==> src/source/scope_pkg.sv <==
// grid, raster timing and ADC constants; coordinate, counter, cell and error count types
package scope_pkg;

  // ADC sample and VGA channel widths
  localparam int adc_width   = 10;
  localparam int color_width = 4;

  // display grid in cells
  localparam int grid_w     = 64;
  localparam int grid_h     = 48;
  localparam int cell_count = grid_w * grid_h;

  // horizontal timing, in pixel clocks
  localparam int h_active = 64;
  localparam int h_front  = 4;
  localparam int h_sync   = 8;
  localparam int h_back   = 4;
  localparam int h_total  = h_active + h_front + h_sync + h_back;

  // vertical timing, in lines
  localparam int v_active = 48;
  localparam int v_front  = 2;
  localparam int v_sync   = 2;
  localparam int v_back   = 2;
  localparam int v_total  = v_active + v_front + v_sync + v_back;

  // both syncs are active low
  localparam logic sync_active_level = 1'b0;

  // grid coordinates
  typedef logic [$clog2(grid_w)-1:0] grid_x_t;
  typedef logic [$clog2(grid_h)-1:0] grid_y_t;

  // frame buffer address, row above column
  typedef logic [$bits(grid_y_t)+$bits(grid_x_t)-1:0] cell_addr_t;

  // raster counters
  typedef logic [$clog2(h_total)-1:0] h_count_t;
  typedef logic [$clog2(v_total)-1:0] v_count_t;

  // one frame buffer cell, one bit per colour
  typedef struct packed {
    logic red;
    logic grn;
    logic blu;
  } cell_t;

  // rejected samples, wraps around
  typedef logic [15:0] error_count_t;

endpackage

==> src/source/plot_if.sv <==
// plot_if interface: one plot write from the plotter to the mixer
interface plot_if;

  // one-cycle write pulse, no back-pressure
  logic               valid;
  scope_pkg::grid_x_t x;
  scope_pkg::grid_y_t y;
  scope_pkg::cell_t   color;

  modport source (
    output valid,
    output x,
    output y,
    output color
  );

  // frame mixer side
  modport sink (
    input valid,
    input x,
    input y,
    input color
  );

endinterface

==> src/source/xy_plotter.sv <==
// xy_plotter module: ADC sample capture, grid mapping, out-of-grid rejection and error count
module xy_plotter (
  input  logic                            pixel_clk,
  input  logic                            rst_n,
  input  logic [scope_pkg::adc_width-1:0] adc_x,
  input  logic [scope_pkg::adc_width-1:0] adc_y,
  input  logic                            adc_red,
  input  logic                            adc_grn,
  input  logic                            adc_blu,
  input  logic                            sample_strobe,
  plot_if.source                          plot,
  output scope_pkg::error_count_t         sample_errors
);

  // mapped sample, held from the strobe edge
  scope_pkg::grid_x_t col_q;
  scope_pkg::grid_y_t row_q;
  scope_pkg::cell_t   color_q;
  logic               strobe_q;
  logic               in_grid;

  always_ff @(posedge pixel_clk) begin
    if (!rst_n) begin
      strobe_q <= 1'b0;
    end else begin
      strobe_q <= sample_strobe;
    end
  end

  // upper bits of each coordinate pick the cell
  always_ff @(posedge pixel_clk) begin
    if (sample_strobe) begin
      col_q       <= adc_x[scope_pkg::adc_width-1 -: $bits(scope_pkg::grid_x_t)];
      row_q       <= adc_y[scope_pkg::adc_width-1 -: $bits(scope_pkg::grid_y_t)];
      color_q.red <= adc_red;
      color_q.grn <= adc_grn;
      color_q.blu <= adc_blu;
    end
  end

  // rows 48 to 63 fall below the grid
  assign in_grid = row_q < scope_pkg::grid_y_t'(scope_pkg::grid_h);

  always_ff @(posedge pixel_clk) begin
    if (!rst_n) begin
      plot.valid    <= 1'b0;
      sample_errors <= '0;
    end else begin
      plot.valid <= strobe_q && in_grid;
      if (strobe_q && !in_grid) begin
        sample_errors <= sample_errors + 1'b1;
      end
    end
  end

  always_ff @(posedge pixel_clk) begin
    if (strobe_q) begin
      plot.x     <= col_q;
      plot.y     <= row_q;
      plot.color <= color_q;
    end
  end

  a_valid_in_grid: assert property (@(posedge pixel_clk) disable iff (!rst_n)
    plot.valid |-> (plot.y < scope_pkg::grid_y_t'(scope_pkg::grid_h)))
    else $error("plot write issued for a row outside the grid");

endmodule

==> src/flat_wrapper.sv <==
// flat-port wrapper written by rule: the top's interface ports become plain ports
module xy_plotter_flat 
  (pixel_clk, rst_n, adc_x, adc_y, adc_red, adc_grn, adc_blu, sample_strobe, sample_errors, plot_valid, plot_x, plot_y, plot_color);
  plot_if plot_i ();
  input  logic pixel_clk;
  input  logic rst_n;
  input  logic [scope_pkg::adc_width-1:0] adc_x;
  input  logic [scope_pkg::adc_width-1:0] adc_y;
  input  logic adc_red;
  input  logic adc_grn;
  input  logic adc_blu;
  input  logic sample_strobe;
  output scope_pkg::error_count_t sample_errors;
  output wire logic [$bits(plot_i.valid)-1:0] plot_valid;
  output wire logic [$bits(plot_i.x)-1:0] plot_x;
  output wire logic [$bits(plot_i.y)-1:0] plot_y;
  output wire logic [$bits(plot_i.color)-1:0] plot_color;
  assign plot_valid = plot_i.valid;
  assign plot_x = plot_i.x;
  assign plot_y = plot_i.y;
  assign plot_color = plot_i.color;
  xy_plotter u_core (.pixel_clk(pixel_clk), .rst_n(rst_n), .adc_x(adc_x), .adc_y(adc_y), .adc_red(adc_red), .adc_grn(adc_grn), .adc_blu(adc_blu), .sample_strobe(sample_strobe), .plot(plot_i), .sample_errors(sample_errors));
endmodule
==> config.mk <==
export PLATFORM = sky130hd
export DESIGN_NAME = xy_plotter_flat
export DESIGN_NICKNAME = d
export VERILOG_FILES = /design/src/source/scope_pkg.sv /design/src/source/plot_if.sv /design/src/source/xy_plotter.sv /design/src/flat_wrapper.sv
export SDC_FILE = /design/constraint.sdc
export NUM_CORES = 1
export LEC_CHECK = 0
export BUFFER_PORTS_ARGS = -buffer_cell sky130_fd_sc_hd__buf_2
export CAP_MARGIN = 20
export CORE_MARGIN = 2
export CORE_UTILIZATION = 50
export CTS_BUF_LIST = sky130_fd_sc_hd__clkbuf_4
export CTS_CLUSTER_DIAMETER = 100
export CTS_CLUSTER_SIZE = 14
export DETAILED_ROUTE_END_ITERATION = 10
export GPL_TIMING_DRIVEN = 0
export PLACE_DENSITY = 0.8
export SLEW_MARGIN = 40
export SYNTH_ARGS = -nofsm -noshare
export SYNTH_HDL_FRONTEND = slang
export SYNTH_SLANG_ARGS = --single-unit
==> constraint.sdc <==
create_clock -name pixel_clk -period 2.3 [get_ports pixel_clk]
set_clock_uncertainty 0.1 [all_clocks]
set_input_delay 0.46 -clock pixel_clk [delete_from_list [all_inputs] [get_ports pixel_clk]]
set_output_delay 0.46 -clock pixel_clk [all_outputs]
set_load 0.02 [all_outputs]
==> qor.txt <==
Pin count of the biggest net entering global routing: 19
GRT Max-Usage Layer: met2
Clk buf depth: 2
GR Layer Usage met2: 25.14%
Setup crit end kind: flip-flop
# diodes: 0
Mux share of post-synthesis cell area: 2.351%
Drt pass-1 iters: 4
H-Tree Depth: 2
Synth area leaders: edfxtp_1 (53%), dfxtp_1 (21%), mux2i_1 (2.4%)
Relative slew slack: 69.83%
Synth warn: 0
Post-DR wirelength/cell: 12.60 um
Final setup vio count: 0
CTS tree: built
Leak: 0.8501 nW
HPWL Detailed: 1996 um
Post-synthesis cell area: 1703 sq um
Simple-gate share of the synthesized area: 14.92%
Post-cts sizing count: 0
Worst Path Required: 2.49 ns
Delay-heaviest family, CP: simple AND/OR/NAND/NOR gates
WL final: 2773 um
Synth Area in Adders: 0.7348%
CP max stage delay: 0.60 ns
Slowest stage cell, crit path: dfxtp_2
Max-Cap Viols: 0
Worst-Skew Late Latency: 0.35 ns
Fin crit period: 1.911 ns
Die Wd: 62.36 um
Synthesized Nets: 144
DRC Markers: 0
Slew Limit Fails: 0
Final hold vios: 0
Avg Inst Size Synth: 14.55 sq um
Final nets: 200
Min-Delay Path Class: input pin to flip-flop
RSZ-0062 raised after global routing: false
Worst setup margin: 0.3892 ns
Area leader, netlist: edfxtp_1
Starting Density: 51.44%
Seq/Total Area, Yosys: 74.06%
Top cell type's share of synthesized area: 52.90%
Post-synth EDFFs: 30
Fmax: 523.4 MHz
Gr ovfl total: 0
Crit-path max FO: 18
Clock sinks: 48
Most used flip-flop cell after synthesis: edfxtp_1
Core area: 3311 sq um
Area Growth Syn to Fin: 21.16%
GPL Wtd Cong: 0.7162
Worst-margin pin slew: 0.4525 ns
Num ports: 58
Setup bufs post-CTS: 0
Place WS: 0.1367 ns
Crit-path cells: nand3_2 -> nor4b_4 -> nor3b_2 -> mux2i_1
Number of global-route vias before repair: 1027
Startpoint class of the critical path: flip-flop
Overall Global Routing Usage: 15.42%
Post-DR vias/cell: 4.964
Critical Path AT: 2.10 ns
Compound-gate portion of the synthesized area: 2.645%
Most frequent cell after synthesis: edfxtp_1
Synth async-reset ratio: 0%
Max VDD drop: 0.4371 mV
Setup TNS: 0 ns
CTS Root Buffer Type: clkbuf_4
Ratio of cells with drive above 1 in the final layout: 36.21%
Vias: 1092
Yosys cell types: 24
Met1 usage: 19.00%
Largest family of logic cells by synthesized area: simple AND/OR/NAND/NOR gates
1st-iter DRT viols: 47
Status: finished, final reports clean
First-pass GRT wire length: 4623 um
Die H: 62.36 um
Cts hold-fix bufs: 0
Antenna viol nets, final: 0
Critical path type: flip-flop to flip-flop
Initial antenna violation count: 0
PD cells: 693.8 nW/um^2
Clock-pin slew on the worst setup and hold paths: 0.14 ns
Post-synthesis xor/xnor area fraction: 4.115%
Num CTS Buffers: 5
CP Buf/Inv Count: 0
Synth top cells by count: edfxtp_1 (30), dfxtp_1 (18), nor2_1 (9)
Die area: 3889 sq um
GR Layer Usage met3: 5.254%
Site Rows: 21
Post-synthesis cell count: 117
Final period util: 83.08%
Yosys reg bits: 48
PortBufs: 49
stage by stage:
step / util [%] / hold slack, ns / cells / power (W) / instance area [sq um]
CTS: 62.28 / 0.1618 / 220 / 0.001444 / 2062
global route: 62.32 / 0.1308 / 220 / 0.001495 / 2063
global placement: 60.58 / 0.3030 / 212 / 0.001077 / 2006
detailed placement: 60.58 / 0.3057 / 212 / 0.001082 / 2006
finish: 62.32 / 0.1766 / 220 / 0.001432 / 2063
floorplan: - / 0.3003 / 117 / 0.001036 / 1703
cell type report:
| cell class | count | area [sq um] |
|---|---|---|
| inverters | 3 | 11.26 |
| plain buffers | 2 | 8.758 |
| repair buffers | 49 | 245.2 |
| multi-input cells | 64 | 421.7 |
| fillers | 269 | 1247 |
| flip-flops and latches | 48 | 1262 |
| clock inverters | 3 | 18.77 |
| clock buffers | 5 | 37.54 |
| well taps | 46 | 57.56 |
registers in the layout, summed over array words and instances (netlist names):
name / flops
u_core.col_q: 6
u_core.color_q: 3
u_core.plot.color: 3
u_core.plot.valid: 1
u_core.plot.x: 6
u_core.plot.y: 6
u_core.row_q: 6
u_core.sample_errors: 16
u_core.strobe_q: 1
final timing paths:
check	start	end	slack [ns]	cells past startpoint
max	u_core.strobe_q	u_core.sample_errors[15]	0.39	4
min	adc_grn	u_core.color_q[1]	0.18	1
min reg2reg	u_core.col_q[5]	u_core.plot.x[5]	0.33	0
max reg2reg	u_core.strobe_q	u_core.sample_errors[15]	0.39	4
cells by family (layout without fill, tap and decap cells):
kind of cell,after synthesis,count (layout)
fa+ha+maj,1,1
mux,4,4
buf+inv,5,62
flops,48,48
simple gates,42,42
compound gates,9,9
xor+xnor,8,8
placed cells by master (no fill, tap or decap), types with 2 or more instances in the layout:
master    count
buf_2        50
edfxtp_1     30
dfxtp_1      17
nor2_1        9
nand3_1       6
nand2_1       5
a21oi_1       5
clkbuf_4      5
xnor2_1       4
xor2_1        4
o21ai_0       4
or3_1         4
mux2i_1       4
inv_1         3
nand4_1       3
nand2b_1      3
nand3_2       2
nor3_1        2
and4_1        2
and3_1        2
and2_1        2
clkinv_2      2
power by group:
group	internal, W	leakage, nW	switching [W]
Combinational	0.0000272	0.382	0.0000512
Clock	0.000118	0.0349	0.000253
Sequential	0.000964	0.433	0.0000182
Total	0.00111	0.850	0.000323
metal layers:
| metal | vias up | part of all wire, % |
|---|---|---|
| li1 | 534 | - |
| met1 | 514 | 44 |
| met2 | 42 | 49 |
| met3 | 2 | 6.2 |
| met4 | 0 | 0.65 |
| met5 | - | 0 |
worst register-to-register path: cells and delay by family, from the launching register on:
kind,cells,cell delay [ns]
and+or+nand+nor,3,0.96
muxes,1,0.19
DFF,1,0.60
No activity file was read; power rests on OpenSTA's default activity.
