`config.mk`:
```
export PLATFORM = sky130hd
export DESIGN_NAME = vga_timing_flat
export DESIGN_NICKNAME = d
export VERILOG_FILES = /design/src/source/scope_pkg.sv /design/src/source/scan_if.sv /design/src/source/vga_timing.sv /design/src/flat_wrapper.sv
export SDC_FILE = /design/constraint.sdc
export NUM_CORES = 1
export LEC_CHECK = 0
export ABC_CLOCK_PERIOD_IN_PS = 1850
export BUFFER_PORTS_ARGS = -buffer_cell sky130_fd_sc_hd__clkbuf_2
export CAP_MARGIN = 20
export CORE_ASPECT_RATIO = 0.9
export CORE_MARGIN = 2
export CORE_UTILIZATION = 25
export DETAILED_ROUTE_END_ITERATION = 7
export GPL_TIMING_DRIVEN = 0
export SLEW_MARGIN = 5
export SYNTH_ARGS = -nofsm -noshare
export SYNTH_HDL_FRONTEND = slang
export SYNTH_SLANG_ARGS = --single-unit
```
`constraint.sdc`:
```
create_clock -name pixel_clk -period 1.85 [get_ports pixel_clk]
set_clock_uncertainty 0.05 [all_clocks]
set_input_delay 0.0925 -clock pixel_clk [delete_from_list [all_inputs] [get_ports pixel_clk]]
set_output_delay 0.0925 -clock pixel_clk [all_outputs]
set_load 0.02 [all_outputs]
```
`src/source/scope_pkg.sv`:
```
// grid, raster timing and ADC constants; coordinate, counter, cell and error count types
package scope_pkg;

  // ADC sample and VGA channel widths
  localparam int adc_width   = 10;
  localparam int color_width = 4;

  // display grid in cells
  localparam int grid_w     = 64;
  localparam int grid_h     = 48;
  localparam int cell_count = grid_w * grid_h;

  // horizontal timing, in pixel clocks
  localparam int h_active = 64;
  localparam int h_front  = 4;
  localparam int h_sync   = 8;
  localparam int h_back   = 4;
  localparam int h_total  = h_active + h_front + h_sync + h_back;

  // vertical timing, in lines
  localparam int v_active = 48;
  localparam int v_front  = 2;
  localparam int v_sync   = 2;
  localparam int v_back   = 2;
  localparam int v_total  = v_active + v_front + v_sync + v_back;

  // both syncs are active low
  localparam logic sync_active_level = 1'b0;

  // grid coordinates
  typedef logic [$clog2(grid_w)-1:0] grid_x_t;
  typedef logic [$clog2(grid_h)-1:0] grid_y_t;

  // frame buffer address, row above column
  typedef logic [$bits(grid_y_t)+$bits(grid_x_t)-1:0] cell_addr_t;

  // raster counters
  typedef logic [$clog2(h_total)-1:0] h_count_t;
  typedef logic [$clog2(v_total)-1:0] v_count_t;

  // one frame buffer cell, one bit per colour
  typedef struct packed {
    logic red;
    logic grn;
    logic blu;
  } cell_t;

  // rejected samples, wraps around
  typedef logic [15:0] error_count_t;

endpackage

```
`src/source/scan_if.sv`:
```
// scan_if interface: raster position, active flag and sync levels to the mixer
interface scan_if;

  // position is only meaningful while active is high
  scope_pkg::grid_x_t h_pos;
  scope_pkg::grid_y_t v_pos;
  logic               active;
  logic               hsync;
  logic               vsync;

  modport source (
    output h_pos,
    output v_pos,
    output active,
    output hsync,
    output vsync
  );

  // frame mixer side
  modport sink (
    input h_pos,
    input v_pos,
    input active,
    input hsync,
    input vsync
  );

endinterface

```
`src/source/vga_timing.sv`:
```
// vga_timing module: horizontal and vertical counters, scan position, active flag and syncs
module vga_timing (
  input  logic   pixel_clk,
  input  logic   rst_n,
  scan_if.source scan
);

  scope_pkg::h_count_t h_count;
  scope_pkg::v_count_t v_count;
  logic                h_last;
  logic                v_last;
  logic                h_visible;
  logic                v_visible;
  logic                h_in_sync;
  logic                v_in_sync;

  assign h_last = h_count == scope_pkg::h_count_t'(scope_pkg::h_total - 1);
  assign v_last = v_count == scope_pkg::v_count_t'(scope_pkg::v_total - 1);

  // one position per clock, line then frame
  always_ff @(posedge pixel_clk) begin
    if (!rst_n) begin
      h_count <= '0;
      v_count <= '0;
    end else begin
      if (h_last) begin
        h_count <= '0;
        if (v_last) begin
          v_count <= '0;
        end else begin
          v_count <= v_count + 1'b1;
        end
      end else begin
        h_count <= h_count + 1'b1;
      end
    end
  end

  assign h_visible = h_count < scope_pkg::h_count_t'(scope_pkg::h_active);
  assign v_visible = v_count < scope_pkg::v_count_t'(scope_pkg::v_active);

  // sync pulse sits between front and back porch
  assign h_in_sync =
    (h_count >= scope_pkg::h_count_t'(scope_pkg::h_active + scope_pkg::h_front)) &&
    (h_count <  scope_pkg::h_count_t'(scope_pkg::h_active + scope_pkg::h_front +
                                      scope_pkg::h_sync));
  assign v_in_sync =
    (v_count >= scope_pkg::v_count_t'(scope_pkg::v_active + scope_pkg::v_front)) &&
    (v_count <  scope_pkg::v_count_t'(scope_pkg::v_active + scope_pkg::v_front +
                                      scope_pkg::v_sync));

  assign scan.h_pos  = scope_pkg::grid_x_t'(h_count);
  assign scan.v_pos  = scope_pkg::grid_y_t'(v_count);
  assign scan.active = h_visible && v_visible;
  assign scan.hsync  = h_in_sync ? scope_pkg::sync_active_level : ~scope_pkg::sync_active_level;
  assign scan.vsync  = v_in_sync ? scope_pkg::sync_active_level : ~scope_pkg::sync_active_level;

  a_counter_range: assert property (@(posedge pixel_clk) disable iff (!rst_n)
    (h_count < scope_pkg::h_count_t'(scope_pkg::h_total)) &&
    (v_count < scope_pkg::v_count_t'(scope_pkg::v_total)))
    else $error("raster counter beyond line or frame total");

  // Syncs must only ever assert inside blanking.
  a_sync_in_blank: assert property (@(posedge pixel_clk) disable iff (!rst_n)
    scan.active |-> (scan.hsync != scope_pkg::sync_active_level) &&
                    (scan.vsync != scope_pkg::sync_active_level))
    else $error("sync active during active video");

endmodule

```
`src/flat_wrapper.sv`:
```
// flat-port wrapper written by rule: the top's interface ports become plain ports
module vga_timing_flat 
  (pixel_clk, rst_n, scan_h_pos, scan_v_pos, scan_active, scan_hsync, scan_vsync);
  scan_if scan_i ();
  input  logic pixel_clk;
  input  logic rst_n;
  output wire logic [$bits(scan_i.h_pos)-1:0] scan_h_pos;
  output wire logic [$bits(scan_i.v_pos)-1:0] scan_v_pos;
  output wire logic [$bits(scan_i.active)-1:0] scan_active;
  output wire logic [$bits(scan_i.hsync)-1:0] scan_hsync;
  output wire logic [$bits(scan_i.vsync)-1:0] scan_vsync;
  assign scan_h_pos = scan_i.h_pos;
  assign scan_v_pos = scan_i.v_pos;
  assign scan_active = scan_i.active;
  assign scan_hsync = scan_i.hsync;
  assign scan_vsync = scan_i.vsync;
  vga_timing u_core (.pixel_clk(pixel_clk), .rst_n(rst_n), .scan(scan_i));
endmodule
```
==> reports/summary.md, run 1 <==
The run finished with clean final reports. The count of cells along the worst hold path was 3; the combined global-route utilization of all metal layers was 9.65%. The tool flagged a number of max-cap violations equal to 0. The initialized floorplan defines 17 standard-cell rows. The distinct cell type count of the synthesized netlist came out at 31.

Headroom to the max-slew limit came out at 66.4%. IR analysis of the VDD net gives a maximum drop of 0.126 mV. The synthesized design contains 0 enable-type register cells.

In this run the power density over the cells is 618 nW/um^2. Counting cells, the worst reg-to-reg path comes to 5. Entering global routing, the biggest net connects 11 pins.

The post-synthesis share of cell area spent on full adders, half adders and majority gates was 5.58%. Timing analysis after detailed placement gives a worst setup slack of -0.0434 ns. The final critical-path share of the clock period works out to 95.0%.

The synthesis-to-layout area growth works out to 21.9%. The number of instances in the synthesized netlist was 75. The via count of the first global-routing pass was 536. The achievable frequency was 569 MHz; the number of pins exceeding their max-slew limit in the final report was 0. The run gives 0 as the number of nets with antenna violations after routing. The classification of the worst-slack hold path is primary input to flop. In the synthesized netlist the async set-or-reset flop fraction comes to 0%. The routed via count was 592.

In this run the count of I/O pins placed on the die edge is 17. Using the TritonRoute via totals, the vias-per-cell ratio works out to 4.81. Dividing the detail-routed wire length by the instance count gives 11.3 um.

Post-place instance area: 788 um^2. The detailed-route wire length was 1390 um. The total die area came out at 3120 um^2. The overall die height came out at 53.2 um. The fraction of the mapped netlist area in compound gates is 17.5%, and the routability congestion estimate is 0.712. For the initial antenna violation count, the log shows 0. The tools report the sort of element at the end of the critical path as a flop.

Multiplexer cells account for 0% of the synthesized area. For this design the static power due to leakage is 0.358 nW. Once detailed placement completed, the half-perimeter wirelength came to 1010 um.

Endpoint arrival time on the critical path: 1.88 ns. The clock slew at the register clock pins of the worst setup and hold paths works out to 0.08 ns. The cell at the root of the clock tree was sky130_fd_sc_hd__clkbuf_4. For this run, the leading register cell type out of synthesis is sky130_fd_sc_hd__dfxtp_1. TritonCTS built the clock tree. The finished cells cover 821 um^2.

Once placement completed, the tool counted placed cells totaling 119. The final-layout fill cell count was 274. Setup violations remaining at the end of the flow were counted as 0.

The leftover overflow at the end of global routing is 0. The core region is 2510 um^2. The CTS H-tree depth was 1; the number of hold violations in the final report was 0. STA classifies the critical path startpoint as a flop. The first TritonRoute pass finished after 4 iterations.

The DRC violations left is 0, and the total number of clock tree sinks is 13. The die width was 58.7 um. Data on the critical path is required at its endpoint by 1.97 ns. Leaving out filler cells and counting taps, the final layout contains 123. The run gives 2 as the clock tree buffer depth. Of all nets on the critical path, the largest fanout is 10. At the pin with the least slew margin, the transition time is 0.501 ns.

The count of buffers added on input and output ports is 16. The parity-gate share of the synthesized area counting xor and xnor cells works out to 6.51%. The critical path is of the flop to flop type. The synthesized-area fraction occupied by and/or/nand/nor cells works out to 22.7%. The cell area that synthesis handed to floorplanning was 673 um^2.

Setup repair after global routing left no endpoint under its margin. Fraction of final layout cells with drive strength greater than 1: 29.5%. The detailed router finished its first iteration with 9 violations.

The number of synthesized register bits was 13. For the post-route worst hold slack, the log shows 0.126 ns. The run gives 38.7% as the sequential-to-total area share from yosys stat.

After layout, the worst setup slack is 0.0929 ns. The number of warnings issued by yosys is 0, and the insertion delay of the later-clocked pin in the worst-skew pair is 0.27 ns. Counting every net in the synthesized netlist gives 80. For this run, the share of the core covered by cells in the final layout is 32.7%. Number of post-CTS setup repair buffers: 0. The first global-routing pass estimated 2330 um of wire. Main combinational cell family by area after synthesis: simple AND/OR/NAND/NOR gates. The logs give 3 for the TritonCTS buffer count and 101 for the count of nets after finishing.

The mean instance size in the synthesized netlist is 8.98 um^2. The routed design could run at a clock period as short as 1.76 ns. The repair_antennas step left the layout with diodes totalling 0. For this configuration, the core starts out at a cell density of 26.8%.
==> synth_stat cells (3+ instances only) <==
cell / instances / area, um^2
sky130_fd_sc_hd__and3_1: 3 / 18.8
sky130_fd_sc_hd__buf_4: 6 / 45.0
sky130_fd_sc_hd__dfxtp_1: 13 / 260
sky130_fd_sc_hd__ha_1: 3 / 37.5
sky130_fd_sc_hd__nand3_1: 7 / 35.0
sky130_fd_sc_hd__nor2_1: 4 / 15.0
sky130_fd_sc_hd__o21ai_0: 5 / 25.0
sky130_fd_sc_hd__o31ai_1: 3 / 22.5
sky130_fd_sc_hd__xor2_1: 4 / 35.0
==> state kept, by name, indices dropped and copies added, names as in the netlist <==
signal and cells:
u_core.h_count 7, u_core.scan.v_pos 6
==> stage by stage <==
stage,power [mW],TNS [ns]
after global routing,0.527,0
after floorplan,0.327,0
after detailed placement,0.339,-0.0699
after CTS,0.513,0
final,0.507,0
after global placement,0.338,0
==> worst paths after layout <==
check                                        from              endpoint  slack (ns)
worst max-delay path            u_core.h_count[4]  u_core.scan.v_pos[5]        0.09
worst min-delay path                        rst_n  u_core.scan.v_pos[1]        0.13
worst max register to register  u_core.h_count[4]  u_core.scan.v_pos[5]        0.09
worst min register to register  u_core.h_count[0]     u_core.h_count[0]        0.42
==> metal layers <==
metal	vias up	GRT usage, %	share of wire (%)
li1	308	-	-
met1	278	11.9	48
met2	6	16.7	49
met3	0	1.22	2.6
met4	0	4.55	0
met5	-	0	0
==> cell usage in the layout, fill, tap and decap left out, types with 2 or more instances in the layout <==
master,count
sky130_fd_sc_hd__nand3_1,7
sky130_fd_sc_hd__nor2_1,4
sky130_fd_sc_hd__o31ai_1,2
sky130_fd_sc_hd__clkbuf_4,3
sky130_fd_sc_hd__nor2b_1,2
sky130_fd_sc_hd__or4_1,2
sky130_fd_sc_hd__buf_4,6
sky130_fd_sc_hd__clkbuf_2,16
sky130_fd_sc_hd__ha_1,3
sky130_fd_sc_hd__xor2_1,4
sky130_fd_sc_hd__a21boi_0,2
sky130_fd_sc_hd__clkbuf_1,2
sky130_fd_sc_hd__o21ai_0,4
sky130_fd_sc_hd__inv_1,2
sky130_fd_sc_hd__dfxtp_1,12
sky130_fd_sc_hd__and3_1,3
sky130_fd_sc_hd__nand2_1,2
==> power by group <==
part           switching, mW  internal [mW]  total (mW)
logic                 0.0224         0.0194      0.0418
registers            0.00551          0.285       0.291
clock network         0.0915         0.0833       0.175
==> cell type report <==
cell class	instances	area, um^2	share of cell area, %
plain buffers	8	53.8	6.55
clock buffers	4	26.3	3.20
inverters	2	7.51	0.915
multi-input cells	52	357	43.4
flip-flops and latches	13	262	31.9
well taps	28	35.0	4.27
repair buffers	16	80.1	9.76
==> kinds of logic (layout without fill, tap and decap cells) <==
kind of cell / Yosys count / after routing
adder cells (fa/ha/maj): 3 / 3
AO/OA/AOI/OAI: 17 / 17
buffers and inverters: 10 / 30
AND/OR/NAND/NOR: 27 / 27
XOR/XNOR: 5 / 5
flip-flops: 13 / 13
==> critical path, cell delays in order (launching register included) <==
cell,delay [ns]
sky130_fd_sc_hd__dfxtp_1,0.37
sky130_fd_sc_hd__or3b_1,0.40
sky130_fd_sc_hd__or2_1,0.25
sky130_fd_sc_hd__buf_2,0.18
sky130_fd_sc_hd__a22o_1,0.24
sky130_fd_sc_hd__a21o_1,0.17
==> timing repair <==
item	4_1_cts	5_1_grt
resized for setup	1	2
hold buffers	0	0
setup endpoints to repair	2	6
Power figures use the tool's default switching activity.
==> run 2, diff against run 1 <==
Settings changed: MAX_ROUTING_LAYER from default to met4.
==> reports/summary.md, run 2 (synthesized netlist as in run 1, its figures left out) <==
Overall die height: 53.2 um (unchanged). The relative slew slack was 66.4% (unchanged); the count of cells along the worst hold path was 3 (unchanged). The max-capacitance violation count is 0 (unchanged).

Startpoint of the tightest hold check path: rst_n. The tools report the TritonCTS buffer count as 3 (unchanged). The start of the worst register-to-register path is u_core.h_count[4]. The tools report the leftover overflow at the end of global routing as 0 (unchanged). The via count of the first global-routing pass is 536 (unchanged), and the number of hold buffers added after cts is 0 (unchanged). The global-route wire length before repair is 2330 um (unchanged).

The placed wire-length estimate after detailed placement was 1010 um (unchanged). Routability congestion estimate: 0.720 (+1.2%). The run gives 0 (unchanged) as the number of nets with antenna violations after routing. The tools report the number of post-CTS setup repair buffers as 0 (unchanged).

The class of the most critical setup path is flop to flop. The tools report the nature of the critical path startpoint as a flop. The count of nets after finishing is 101 (unchanged), and the fraction of final layout cells with drive strength greater than 1 is 29.5% (unchanged). The number of pins exceeding their max-slew limit in the final report was 0 (unchanged); the number of DRC violations after detailed-routing iteration 0 was 9 (unchanged). The via density per instance came out at 4.81 (unchanged).

Port buffer count: 16 (unchanged). The number of diodes added for antenna fixing was 0 (unchanged). The tools report the sort of element at the end of the critical path as a flop. For the final-report setup violation count, the log shows 0 (unchanged). The clock slew at the register clock pins of the worst setup and hold paths works out to 0.08 ns (about the same). The library cells used most frequently in the layout, excluding fill and tap cells, are sky130_fd_sc_hd__clkbuf_2 (16), sky130_fd_sc_hd__dfxtp_1 (12), sky130_fd_sc_hd__nand3_1 (7).

CTS placed an instance of sky130_fd_sc_hd__clkbuf_4 at the clock tree root. For the insertion delay of the later-clocked pin in the worst-skew pair, the log shows 0.27 ns (about the same). The detailed-routing iteration count for the pre-antenna-repair pass was 4 (unchanged); the minimum setup slack in the final design was 0.0929 ns (unchanged).

CTS H-tree depth: 1 (unchanged). The worst register-to-register path ends at u_core.scan.v_pos[5]. TritonCTS built the clock tree.

The number of hold violations in the final report was 0 (unchanged); the endpoint arrival time on the critical path was 1.88 ns (about the same). The worst slack at placement was -0.0434 ns (unchanged); the floorplan row count was 17 (unchanged). Leaving out fill and tap cells, the most frequent cell in the layout is sky130_fd_sc_hd__clkbuf_2. The effective utilization at floorplan was 26.8% (unchanged); the total power of the final layout was 0.507 mW (unchanged). The post-route worst hold slack is 0.126 ns (unchanged), and the routed length per instance is 11.3 um (unchanged). The register-to-register setup slack was 0.09 ns (about the same); the synthesis-to-layout area growth was 21.9% (unchanged). The worst hold path terminates at u_core.scan.v_pos[1]. The run gives 0 (unchanged) as the DRC violations left. The tools report the clock tree buffer depth as 2 (unchanged). Achievable frequency: 569 MHz (unchanged). The power density relative to cell area came out at 618 nW/um^2 (unchanged). The flow ran to the end, and the final reports show no timing, DRC or antenna violations. The tools report the total die area as 3120 um^2 (unchanged). Slew of the pin with the lowest slew margin: 0.501 ns (unchanged). The classification of the worst-slack hold path is primary input to flop. The final critical-path share of the clock period is 95.0% (unchanged), and the total number of clock tree sinks is 13 (unchanged).

The tools report the maximum number of pins on one net before global-route repair as 11 (unchanged). The number of cell instances on the worst register-to-register path was 5 (unchanged). The floorplan core area is 2510 um^2 (unchanged), and the detailed-route wire length is 1390 um (unchanged). The endpoint required time on the critical path is 1.97 ns (about the same). More flip-flops sit in one register than any other, and that register is u_core.h_count. The final-layout fill cell count was 274 (unchanged). The leakage power of the design is 0.358 nW (unchanged). The largest fanout on the critical path came out at 10 (unchanged).

The storage element area came out at 262 um^2 (unchanged). Final core utilization: 32.7% (unchanged). The tools report the area occupied by multi-input gates as 357 um^2 (unchanged).

The die width came out at 58.7 um (unchanged). The number of top-level pins is 17 (unchanged). The tools report the combined global-route utilization of all metal layers as 9.90% (+0.25 points).

The number of flip-flops under the largest register name works out to 7 (unchanged). The clock period minus worst slack was 1.76 ns (unchanged); the maximum vdd ir drop was 0.126 mV (unchanged). The routed via count is 592 (unchanged). The initial antenna violation count was 0 (unchanged). Setup repair after global routing left no endpoint under its margin.
run 2: repair_timing:
item / in CTS / in global routing
resized for setup: 1 / 2
setup endpoints to repair: 2 / 6
gates cloned: 0 / 0
run 2: worst max-delay path by stage:
stage | endpoint | slack, ns | start | depth (start not counted)
after floorplan | u_core.scan.v_pos[5] | 0.21 | u_core.h_count[5] | 5
after global placement | u_core.scan.v_pos[2] | 0.02 | u_core.h_count[6] | 4
after detailed placement | u_core.scan.v_pos[2] | -0.04 | u_core.h_count[6] | 4
after CTS | u_core.scan.v_pos[2] | 0.03 | u_core.scan.v_pos[0] | 5
after global routing | u_core.scan.v_pos[5] | 0.009 | u_core.h_count[0] | 6
final | u_core.scan.v_pos[5] | 0.09 | u_core.h_count[4] | 5
run 2: metal layers:
metal  part of all wire (%)  wire length (um)  track usage, %
met1                     49               678            12.2
met2                     49               683            16.7
met3                    1.7                23           0.733
met4                      0                 0            4.55
met5                      0                 0               -
run 2: power by group:
group	leakage [nW]	switching, mW	internal (mW)	total, mW
registers	0.106	0.00551	0.285	0.291
logic	0.237	0.0224	0.0194	0.0418
clock network	0.0150	0.0915	0.0833	0.175
run 2: per-stage QoR:
| step | instances | instance area, um^2 | setup TNS, ns |
|---|---|---|---|
| 2_1_floorplan | 75 | 673 | 0 |
| 3_3_place_gp | 119 | 788 | 0 |
| 3_5_place_dp | 119 | 788 | -0.0699 |
| 4_1_cts | 123 | 815 | 0 |
| 5_1_grt | 123 | 821 | 0 |
| 6_report | 123 | 821 | 0 |
run 2: worst max-delay path, stage by stage (launching register included):
cell	delay (ns)
sky130_fd_sc_hd__dfxtp_1	0.37
sky130_fd_sc_hd__or3b_1	0.40
sky130_fd_sc_hd__or2_1	0.25
sky130_fd_sc_hd__buf_2	0.18
sky130_fd_sc_hd__a22o_1	0.24
sky130_fd_sc_hd__a21o_1	0.17
run 2: area by class of cell:
cell class                 instances  share of cell area, %
multi-input combinational         52                   43.4
sequential                        13                   31.9
timing repair buffer              16                   9.76
buffer                             8                   6.55
tap                               28                   4.27
clock buffer                       4                   3.20
inverter                           2                  0.915
==> run 3, diff against run 2 <==
Settings changed: CELL_PAD_IN_SITES_DETAIL_PLACEMENT from default to 2, CELL_PAD_IN_SITES_GLOBAL_PLACEMENT from default to 2, PLACE_DENSITY_LB_ADDON from default to 0.1.
==> reports/summary.md, run 3 (synthesized netlist as in run 1, its figures left out) <==
The routed via count was 612 (+3.4%). The run gives 57.1% (-0.2 points) as the sequential fraction of design power. The post-route cell area is 841 um^2 (+2.4%), and the max-capacitance violation count is 0 (unchanged).

The flow ran to the end, but the final reports show violations. The overall die height was 53.2 um (unchanged). Among all stages on the critical path, the largest delay is contributed by sky130_fd_sc_hd__or3b_4. The routed length per instance came out at 13.6 um (+20%). From synthesis to final layout, the design area changed by 24.9%. Final critical-path share of the clock period: 95.9% (+0.91 points). The register-to-register setup slack came out at 0.08 ns (-0.02 ns). The total negative slack for setup checks was 0 ns (unchanged); the global-route wire length before repair was 2730 um (+17%).

The design internal power came out at 0.389 mW (+0.30%). The clock period minus worst slack came out at 1.77 ns (+0.0168 ns). The tools report the relative slew slack as 65.0% (-1.4 points). The run gives 2 (unchanged) as the clock tree buffer depth.

The number of DRC violations after detailed-routing iteration 0 came out at 5 (-4). The worst hold path belongs to the class primary input to flop. The insertion delay of the later-clocked pin in the worst-skew pair is 0.27 ns (about the same), and the fraction of final layout cells with drive strength greater than 1 is 36.8% (+7.4 points). The logs give 3 (+3) for the DRC violations left and 0 (unchanged) for the number of nets with antenna violations after routing. The tools report the proportion of power drawn by combinational gates as 8.6% (+0.4 points). The number of pins exceeding their max-slew limit in the final report was 0 (unchanged). The tools report the floorplan core area as 2510 um^2 (unchanged). The logs give 101 (unchanged) for the count of nets after finishing and 1 (unchanged) for the CTS H-tree depth. Leaving out fill and tap cells, the most frequent cell in the layout is sky130_fd_sc_hd__clkbuf_2. The endpoint arrival time on the critical path is 1.90 ns (+0.02 ns). Sort of element at the end of the critical path: a flop. The total die area is 3120 um^2 (unchanged).

The floorplan row count was 17 (unchanged). Minimum setup slack in the final design: 0.0761 ns (-0.0168 ns). The routability congestion estimate was 0.657 (-8.8%); the number of flip-flops under the largest register name was 7 (unchanged). The run gives 34.3% (-0.2 points) as the share of power burned in the clock network.

The largest fanout on the critical path is 10 (unchanged), and the post-place instance area is 788 um^2 (unchanged). The port buffer count was 16 (unchanged). The count of buffer and inverter cells on the critical path came out at 1 (unchanged). In the layout the commonest cells are sky130_fd_sc_hd__clkbuf_2 (16), sky130_fd_sc_hd__dfxtp_1 (9), sky130_fd_sc_hd__nand3_1 (6), sky130_fd_sc_hd__buf_4 (6). The final reports fail on DRC. Walking the worst path, the cells encountered are or3b_4 -> or2_1 -> clkbuf_4 -> a22o_1 -> a21o_1.

The storage element area is 265 um^2 (+1.4%). The number of post-CTS setup repair buffers came out at 0 (unchanged). Delay of the slowest cell on the worst path: 0.41 ns (about the same).

The run gives 11 (unchanged) as the maximum number of pins on one net before global-route repair. The critical path is of the flop to flop type. The placed wire-length estimate after detailed placement came out at 1210 um (+20%).

Setup repair after global routing could not meet its margin everywhere. The run gives 0.329 mV (+160%) as the maximum vdd ir drop. The die width works out to 58.7 um (unchanged).

TritonCTS built the clock tree. The leakage power of the design is 0.364 nW (+1.6%), and the via density per instance is 4.98 (+3.4%). The logs give -0.227 ns (-0.184 ns) for the worst slack at placement and 0 (unchanged) for the initial antenna violation count. The run gives 26.8% (unchanged) as the effective utilization at floorplan.

The tree is rooted in a sky130_fd_sc_hd__clkbuf_4. The slew of the pin with the lowest slew margin is 0.523 ns (+0.0211 ns), and the detailed-route wire length is 1670 um (+20%). The number of diodes added for antenna fixing is 0 (unchanged), and the power density relative to cell area is 607 nW/um^2 (-1.9%). The run gives 17 (unchanged) as the number of top-level pins.

The tools report the endpoint required time on the critical path as 1.98 ns (about the same). Detailed-routing iteration count for the pre-antenna-repair pass: 5 (+1). The clock slew at the register clock pins of the worst setup and hold paths is 0.09 ns (about the same). The final-report setup violation count is 0 (unchanged), and the net switching power of the design is 0.121 mW (+1.3%).

The logs give 569 (+6.2%) for the via count of the first global-routing pass and 370 um^2 (+3.9%) for the area occupied by multi-input gates. For the achievable frequency, the log shows 564 MHz (-0.94%). The register ranked first by flip-flop count is u_core.h_count. The final-layout fill cell count is 310 (+13%), and the proportion of total power due to net switching is 23.7% (+0.18 points). The cell type group with the largest total delay on the critical path was simple AND/OR/NAND/NOR gates. The TritonCTS buffer count is 3 (unchanged). The run gives 33.5% (+0.80 points) as the final core utilization. The total number of clock tree sinks is 13 (unchanged). The tools report the number of hold violations in the final report as 0 (unchanged). STA classifies the critical path startpoint as a flop. The leftover overflow at the end of global routing was 0 (unchanged). The combined global-route utilization of all metal layers was 12.2% (+2.3 points).
## run 3: cell type report
cell class	instances	area share [%]
well taps	28	4.17
repair buffers	16	9.52
multi-input cells	52	44.0
inverters	2	0.893
flip-flops and latches	13	31.5
clock buffers	4	3.13
plain buffers	8	6.70
## run 3: final timing paths
kind                      from                    to  cells past startpoint
min reg2reg  u_core.h_count[0]     u_core.h_count[0]                      1
max reg2reg  u_core.h_count[6]  u_core.scan.v_pos[5]                      5
max          u_core.h_count[6]  u_core.scan.v_pos[5]                      5
min                      rst_n  u_core.scan.v_pos[1]                      3
## run 3: per-stage QoR
step                std cells  power (mW)  hold slack (ns)
floorplan                  75       0.327            0.295
global route              123       0.548            0.130
global placement          119       0.340            0.396
detailed placement        119       0.340            0.403
CTS                       123       0.523            0.117
finish                    123       0.510            0.124
## run 3: layer usage
| layer | routed length [um] | global-route usage [%] | vias to the layer above |
|---|---|---|---|
| li1 | - | - | 306 |
| met1 | 850 | 15.0 | 293 |
| met2 | 722 | 18.9 | 11 |
| met3 | 80 | 4.40 | 2 |
| met4 | 14 | 3.41 | 0 |
| met5 | 0 | - | - |
## run 3: tightest hold or removal path: stages
cell	delay [ns]
sky130_fd_sc_hd__clkbuf_2	0.09
sky130_fd_sc_hd__o31ai_2	0.13
sky130_fd_sc_hd__o31ai_1	0.08
## run 3: power by group through the flow
stage,registers [mW],clock network (mW),logic (mW)
final,0.291,0.175,0.0436
after global routing,0.293,0.206,0.0489
after CTS,0.291,0.188,0.0437
after detailed placement,0.297,0,0.0429
after global placement,0.297,0,0.0421
after floorplan,0.296,0,0.0310
## run 3: repair_timing
item	CTS	global route
endpoints found under the hold margin	0	0
setup endpoints to repair	3	4
hold buffers	0	0
gates resized for setup	2	9
